$ cat src/logic/cp0_pkg.sv
package cp0_pkg;

    // implemented register indices, select 0 only
    typedef enum logic [4:0] {
        reg_badvaddr = 5'd8,
        reg_count    = 5'd9,
        reg_compare  = 5'd11,
        reg_status   = 5'd12,
        reg_cause    = 5'd13,
        reg_epc      = 5'd14
    } cp0_reg_t;

    typedef enum logic [4:0] {
        exc_int  = 5'h00,               // interrupt
        exc_adel = 5'h04,               // address error on load or fetch
        exc_ades = 5'h05,               // address error on store
        exc_sys  = 5'h08,               // syscall
        exc_bp   = 5'h09,               // breakpoint
        exc_ri   = 5'h0a,               // reserved instruction
        exc_ov   = 5'h0c                // arithmetic overflow
    } exc_code_t;

    typedef struct packed {
        logic [3:0] cu;                 // coprocessor usable, only cu0 kept
        logic [4:0] rsvd1;
        logic       bev;                // boot exception vectors
        logic [5:0] rsvd2;
        logic [7:0] im;                 // interrupt mask
        logic [4:0] rsvd3;
        logic       erl;
        logic       exl;
        logic       ie;
    } status_t;

    typedef struct packed {
        logic       bd;                 // last exception in a delay slot
        logic       ti;
        logic [5:0] rsvd1;
        logic       iv;
        logic [6:0] rsvd2;
        logic [7:0] ip;                 // pending, [1:0] are software bits
        logic       rsvd3;
        exc_code_t  exc_code;
        logic [1:0] rsvd4;
    } cause_t;

    typedef struct packed {
        logic        write;
        cp0_reg_t    idx;               // also selects the read
        logic [31:0] data;
    } cp0_access_t;

    typedef struct packed {
        logic        valid;
        exc_code_t   code;
        logic [31:0] pc;
        logic        in_delay_slot;
        logic        bad_addr_valid;
        logic [31:0] bad_addr;
    } exc_req_t;

    localparam status_t status_reset = '{
        cu      : 4'b0001,
        bev     : 1'b1,
        erl     : 1'b1,
        default : '0
    };

    // bits a Status write may change
    localparam status_t status_wmask = '{
        cu      : 4'b0001,
        bev     : 1'b1,
        im      : 8'hff,
        erl     : 1'b1,
        exl     : 1'b1,
        ie      : 1'b1,
        default : '0
    };

endpackage

$ cat src/logic/cp0_regs.sv
`timescale 1ns/1ns

module cp0_regs import cp0_pkg::*; (
    input  logic        clk,
    input  logic        resetn,
    input  cp0_access_t acc,
    input  exc_req_t    exc,
    input  logic        eret,
    input  logic [5:0]  ext_int,
    input  logic [31:0] count,
    input  logic [31:0] compare,
    input  logic        timer_int,
    output logic        timer_wr,
    output cp0_reg_t    timer_sel,
    output logic [31:0] rdata,
    output logic [31:0] epc,
    output logic        interrupt
);

    logic [31:0] badvaddr_q;
    logic [31:0] badvaddr_nxt;
    logic [31:0] epc_q;
    logic [31:0] epc_nxt;
    status_t     status_q;
    status_t     status_nxt;
    cause_t      cause_q;
    cause_t      cause_nxt;

    logic        exc_take;                      // exception not overridden by eret
    logic        wr_ok;                         // access write survives priority
    logic [7:0]  hw_ip;
    logic [7:0]  pending;
    logic        int_en;

    assign exc_take = exc.valid && !eret;
    assign wr_ok    = acc.write && !exc.valid && !eret;

    // ip[7] shares the timer with the top external line
    assign hw_ip = {ext_int[5] | timer_int, ext_int[4:0], 2'b00};

    // level is taken from live inputs, not the registered ip copy
    assign pending   = (hw_ip | {6'b0, cause_q.ip[1:0]}) & status_q.im;
    assign int_en    = status_q.ie && !status_q.exl;
    assign interrupt = (|pending) && int_en;

    // Count and Compare live in the timer
    assign timer_wr  = wr_ok && (acc.idx == reg_count || acc.idx == reg_compare);
    assign timer_sel = acc.idx;

    assign epc = epc_q;

    always_comb begin
        badvaddr_nxt = badvaddr_q;
        epc_nxt      = epc_q;
        status_nxt   = status_q;
        cause_nxt    = cause_q;

        cause_nxt.ip[7:2] = hw_ip[7:2];         // sampled every cycle

        if (eret) begin
            status_nxt.exl = 1'b0;
        end else if (exc.valid) begin
            cause_nxt.exc_code = exc.code;
            if (exc.bad_addr_valid) begin
                badvaddr_nxt = exc.bad_addr;
            end
            // nested exception keeps the first return point
            if (!status_q.exl) begin
                status_nxt.exl = 1'b1;
                cause_nxt.bd   = exc.in_delay_slot;
                if (exc.in_delay_slot) begin
                    epc_nxt = exc.pc - 32'd4;   // back to the branch
                end else begin
                    epc_nxt = exc.pc;
                end
            end
        end else if (acc.write) begin
            case (acc.idx)
                reg_status: begin
                    status_nxt = status_t'((acc.data & status_wmask) |
                                           (status_q & ~status_wmask));
                end
                reg_cause: begin
                    cause_nxt.ip[1:0] = acc.data[9:8];  // software interrupts
                    cause_nxt.iv      = acc.data[23];
                end
                reg_epc: begin
                    epc_nxt = acc.data;
                end
                default: begin
                    // Count and Compare go out on timer_wr, others ignored
                end
            endcase
        end
    end

    always_ff @(posedge clk) begin
        if (!resetn) begin
            badvaddr_q <= '0;
            epc_q      <= '0;
            status_q   <= status_reset;
            cause_q    <= '0;
        end else begin
            badvaddr_q <= badvaddr_nxt;
            epc_q      <= epc_nxt;
            status_q   <= status_nxt;
            cause_q    <= cause_nxt;
        end
    end

    // read port
    always_comb begin
        case (acc.idx)
            reg_badvaddr: rdata = badvaddr_q;
            reg_count:    rdata = count;
            reg_compare:  rdata = compare;
            reg_status:   rdata = status_q;
            reg_cause:    rdata = cause_q;
            reg_epc:      rdata = epc_q;
            default:      rdata = '0;       // unimplemented index
        endcase
    end

    // pipeline never retires an exception and an eret together
    a_exc_eret_excl: assert property (
        @(posedge clk) disable iff (!resetn)
        !(exc.valid && eret)
    ) else $error("exception and eret in the same cycle");

    // any taken exception leaves the core at exception level
    a_exc_sets_exl: assert property (
        @(posedge clk) disable iff (!resetn)
        exc_take |=> status_q.exl
    ) else $error("EXL not set after exception");

endmodule

$ cat src/logic/cp0_timer.sv
`timescale 1ns/1ns

module cp0_timer import cp0_pkg::*; #(
    parameter int count_div_log2 = 1
) (
    input  logic        clk,
    input  logic        resetn,
    input  logic        timer_wr,
    input  cp0_reg_t    timer_sel,
    input  logic [31:0] wdata,
    output logic [31:0] count,
    output logic [31:0] compare,
    output logic        timer_int
);

    // a zero-width divider is not legal, keep one bit that never moves
    localparam int div_w = (count_div_log2 > 0) ? count_div_log2 : 1;
    localparam logic [div_w-1:0] div_last = div_w'((1 << count_div_log2) - 1);

    logic [div_w-1:0] div_cnt;
    logic             count_tick;
    logic             armed;                    // set by the first Compare write
    logic             match;
    logic             wr_count;
    logic             wr_compare;

    assign wr_count   = timer_wr && (timer_sel == reg_count);
    assign wr_compare = timer_wr && (timer_sel == reg_compare);
    assign count_tick = (div_cnt == div_last);
    assign match      = armed && (count == compare);

    always_ff @(posedge clk) begin
        if (!resetn) begin
            div_cnt <= '0;
            count   <= '0;
        end else if (wr_count) begin
            count   <= wdata;
            div_cnt <= '0;                      // restart the divider
        end else begin
            div_cnt <= count_tick ? '0 : div_cnt + 1'b1;
            if (count_tick) begin
                count <= count + 32'd1;
            end
        end
    end

    always_ff @(posedge clk) begin
        if (!resetn) begin
            compare   <= '0;
            armed     <= 1'b0;
            timer_int <= 1'b0;
        end else if (wr_compare) begin
            compare   <= wdata;
            armed     <= 1'b1;
            timer_int <= 1'b0;                  // acknowledge
        end else if (match) begin
            timer_int <= 1'b1;                  // sticky until next Compare write
        end
    end

    // regs block must only forward Count or Compare writes
    a_timer_sel: assert property (
        @(posedge clk) disable iff (!resetn)
        timer_wr |-> (timer_sel inside {reg_count, reg_compare})
    ) else $error("timer write with bad select %0d", timer_sel);

endmodule

$ cat src/logic/cp0_top.sv
`timescale 1ns/1ns

module cp0_top import cp0_pkg::*; #(
    parameter int count_div_log2 = 1                // Count rate is clk / 2**n, n in 0..3
) (
    input  logic        clk,
    input  logic        resetn,
    input  cp0_access_t acc,
    input  exc_req_t    exc,
    input  logic        eret,
    input  logic [5:0]  ext_int,
    output logic [31:0] rdata,
    output logic [31:0] epc,
    output logic        interrupt
);

    logic        timer_wr;
    cp0_reg_t    timer_sel;
    logic [31:0] count;
    logic [31:0] compare;
    logic        timer_int;

    cp0_regs regs_i (
        .clk       (clk),
        .resetn    (resetn),
        .acc       (acc),
        .exc       (exc),
        .eret      (eret),
        .ext_int   (ext_int),
        .count     (count),
        .compare   (compare),
        .timer_int (timer_int),
        .timer_wr  (timer_wr),
        .timer_sel (timer_sel),
        .rdata     (rdata),
        .epc       (epc),
        .interrupt (interrupt)
    );

    cp0_timer #(
        .count_div_log2 (count_div_log2)
    ) timer_i (
        .clk       (clk),
        .resetn    (resetn),
        .timer_wr  (timer_wr),
        .timer_sel (timer_sel),
        .wdata     (acc.data),                      // write data straight from the access
        .count     (count),
        .compare   (compare),
        .timer_int (timer_int)
    );

endmodule

$ cat config.mk
export PLATFORM = sky130hd
export DESIGN_NAME = cp0_top
export DESIGN_NICKNAME = d
export VERILOG_FILES = /design/src/logic/cp0_pkg.sv /design/src/logic/cp0_regs.sv /design/src/logic/cp0_timer.sv /design/src/logic/cp0_top.sv
export SDC_FILE = /design/constraint.sdc
export NUM_CORES = 1
export LEC_CHECK = 0
export CORE_MARGIN = 3
export CORE_UTILIZATION = 35
export CTS_BUF_LIST = sky130_fd_sc_hd__clkbuf_2 sky130_fd_sc_hd__clkbuf_4 sky130_fd_sc_hd__clkbuf_8
export CTS_CLUSTER_SIZE = 28
export DETAILED_ROUTE_END_ITERATION = 10
export DONT_BUFFER_PORTS = 1
export MAX_ROUTING_LAYER = met4
export PLACE_DENSITY = 0.6
export SKIP_CTS_REPAIR_TIMING = 1
export SLEW_MARGIN = 25
export SYNTH_ARGS = -nofsm -noshare
export SYNTH_HDL_FRONTEND = slang
export SYNTH_SLANG_ARGS = --single-unit
$ cat constraint.sdc
create_clock -name clk -period 2.68 [get_ports clk]
set_input_delay 0.268 -clock clk [delete_from_list [all_inputs] [get_ports clk]]
set_output_delay 0.268 -clock clk [all_outputs]
set_load 0.01 [all_outputs]
==> summary.txt <==
Status
  – Status: complete, but fails checks
  – Violated checks: hold timing

Synthesis
  – Synthesized area: 8220 um^2
  – Syn Nets: 1,138
  – Dominant cell type by area after synthesis: dfxtp_1
  – Synth Area in Simple Gates: 0.217
  – Count of cell types in the netlist: 57
  – #FFs+latches synth: 159
  – Top cells by area, synth: dfxtp_1 39%, nand2_1 8.7%, a21oi_1 6.1%
  – Syn Inst Count: 1,017
  – Post-synthesis adder-cell area fraction: 0.00305
  – Synth warnings: 0
  – EDFF count, synth: 0
  – Post-synthesis mux area share: 0.0487
  – Area fraction in compound gates after synthesis: 0.209
  – Commonest register cell after synthesis: dfxtp_1
  – Post-synth ARST share: 0
  – Post-synth top area share: 0.387
  – Post-synthesis xor/xnor area fraction: 0.0917
  – Synthesized area per cell: 8.08 um^2
  – Largest family of logic cells by synthesized area: simple AND/OR/NAND/NOR gates
  – Seq/Total Area, Yosys: 0.387

CTS
  – Total CTS buffers: 17
  – Clock latency at the later pin of the worst-skew pair: 0.47 ns
  – CTS sink count: 159
  – H-tree depth: 4
  – CTS clk-pin slew, worst paths: 0.09 ns
  – Buffer levels on the longest clock path: 2
  – Root buffer cell: clkbuf_8
  – CTS tree: yes

STA
  – Setup violators final: 0
  – RSZ-0062 raised after global routing: no
  – Clock skew: 0.00938 ns
  – TNS Setup: 0 ns
  – Final Hold Fails: 5
  – Tcrit/Tclk final: 0.844
  – Hold_ws: -0.00387 ns
  – Max Freq: 442 MHz
  – Rel. slew slack: 0.572
  – Min Clock Period, post-route: 2.26 ns
  – Worst Tran Pin Value: 0.642 ns
  – Count of final max-slew check failures: 0

Detailed routing
  – DR vias/cell: 5.67
  – Detail Route Antenna Nets: 0
  – DRT iter0 DRCs: 882
  – Routed WL per cell: 22.5 um
  – Drc violations: 0
  – Via count: 7,955
  – First-pass DRT Iterations: 5
  – WL final: 31.6 mm

Global route
  – First-pass GRT wire length: 45.8 mm
  – Vias in the first global route: 7,107
  – Total GRT Usage: 0.239
  – Antenna violations before repair: 0
  – Largest net degree at the start of global routing: 117
  – Global route overflow: 0

Final layout
  – ANT cells: 0
  – Design area: 9960 um^2
  – Fillers: 2,334
  – Area of the multi-input gates: 4710 um^2
  – Layout cell share with drive strength beyond 1: 0.0817
  – FF/Latch Area: 3180 um^2
  – Most frequent cells in the layout: 190 x nand2_1, 159 x dfxtp_1, 100 x a21oi_1, 88 x dlygate4sd3_1, 58 x nor2_1
  – Area Overhead vs Synth: 21.2%
  – Commonest non-fill, non-tap cell in the layout: nand2_1
  – Nets: 1,197

Floorplan
  – Starting Density: 0.360
  – Height of the die: 159 um
  – Die X: 159 um
  – Core Footprint: 22,800 um^2
  – I/O pins: 184
  – Die area: 25,300 um^2
  – Rows: 55

Flow run
  – Max_cap viols: 0

Placement
  – PortBufs: 0
  – Post-Place Cell Area: 8600 um^2
  – Gp weighted congestion: 0.973
  – Post-DP HPWL: 22.4 mm

Pwr
  – Pwr per Cell Area: 505 nW/um^2
  – Lkg Pwr: 3.37 nW
  – Sw Pwr: 1.22 mW
  – Internal Dissipation: 3.80 mW
  – Worst vdd ir: 0.301 mV
  – Sw Share: 0.244
  – Gate power share: 0.088
  – Sequential Power Share: 0.497
  – Clock power share: 0.415

Critical path
  – CP max FO: 11
  – Critical path startpoint category: register
  – Crit Path Class: register to register
  – Kind of end point of the critical path: register
  – Crit path DAT: 2.62 ns
  – WP data required: 3.04 ns

Hold path
  – Min-delay worst type: primary input to register
routing by layer:
layer  part of all wire  global-route usage
met1               0.46               0.328
met2               0.43               0.341
met3              0.086              0.0734
met4              0.023              0.0680
met5                  0                   -
power by group through the flow:
stage,Sequential (mW),Clock (mW),Combinational (mW)
final,2.50,2.09,0.440
after global placement,2.55,0,0.291
after global routing,2.51,2.22,0.477
after floorplan,2.52,0,0.246
after detailed placement,2.55,0,0.294
after CTS,2.50,2.11,0.295
final cells by class:
| cell class | instances | share of cell area |
|---|---|---|
| inverters | 7 | 0.00276 |
| repair buffers | 122 | 0.119 |
| clock inverters | 10 | 0.0185 |
| flip-flops and latches | 159 | 0.320 |
| clock buffers | 22 | 0.0279 |
| multi-input cells | 769 | 0.473 |
| well taps | 313 | 0.0393 |
per-stage QoR:
step / std cells / util / hold WS (ns) / setup slack (ns) / power (mW)
detailed placement: 1281 / 0.376 / 0.342 / 0.523 / 2.85
global route: 1402 / 0.436 / 0.00124 / 0.287 / 5.20
finish: 1402 / 0.436 / -0.00387 / 0.418 / 5.03
global placement: 1281 / 0.376 / 0.339 / 0.543 / 2.84
floorplan: 1017 / - / 0.347 / 0.659 / 2.77
CTS: 1313 / 0.396 / -0.156 / 0.613 / 4.91
critical path: stages, from the launching register on:
cell           delay (ns)
dfxtp_1              0.35
nand2b_1             0.17
a21oi_1              0.29
nand3b_1             0.41
o221ai_1             0.29
a31oi_1              0.06
dlygate4sd3_1        0.58
logic make-up (layout without fill, tap and decap cells):
kind of cell	Yosys count	count (layout)
simple gates	376	376
xor+xnor	86	86
buf+inv	89	161
flops	159	159
compound gates	265	265
mux	40	40
fa+ha+maj	2	2
sequential cells by signal (all words and copies together), names as in the netlist:
| signal | flops |
|---|---|
| regs_i.status_q | 13 |
| regs_i.cause_q | 15 |
| regs_i.badvaddr_q | 32 |
| regs_i.epc | 32 |
| timer_i.armed | 1 |
| timer_i.count | 32 |
| timer_i.timer_int | 1 |
| timer_i.count_tick | 1 |
| timer_i.compare | 32 |
synth_stat cells (all sizes together), types with 10 or more instances:
master / n
nand2: 190
a22oi: 46
nor2: 60
a222oi: 10
nor3: 18
a21oi: 100
nand3: 14
dfxtp: 159
o21ai: 35
mux2i: 40
buf: 15
xor2: 33
a211oi: 22
xnor2: 53
nor4: 14
o221ai: 11
clkbuf: 67
nand4: 27
path summary, 6_finish.rpt:
path	slack [ns]	depth (start not counted)	startpoint	end
min reg2reg	0.47	2	regs_i.badvaddr_q[22]$_SDFFE_PN0P_	regs_i.badvaddr_q[22]$_SDFFE_PN0P_
min	-0.004	2	acc[7]	timer_i.count[7]$_SDFFE_PN0P_
max	0.42	6	regs_i.status_q[1]$_SDFFE_PP0P_	regs_i.epc[14]$_SDFFE_PN0P_
max reg2reg	0.42	6	regs_i.status_q[1]$_SDFFE_PP0P_	regs_i.epc[14]$_SDFFE_PN0P_
Note: power is estimated with default switching activity, not from simulation.
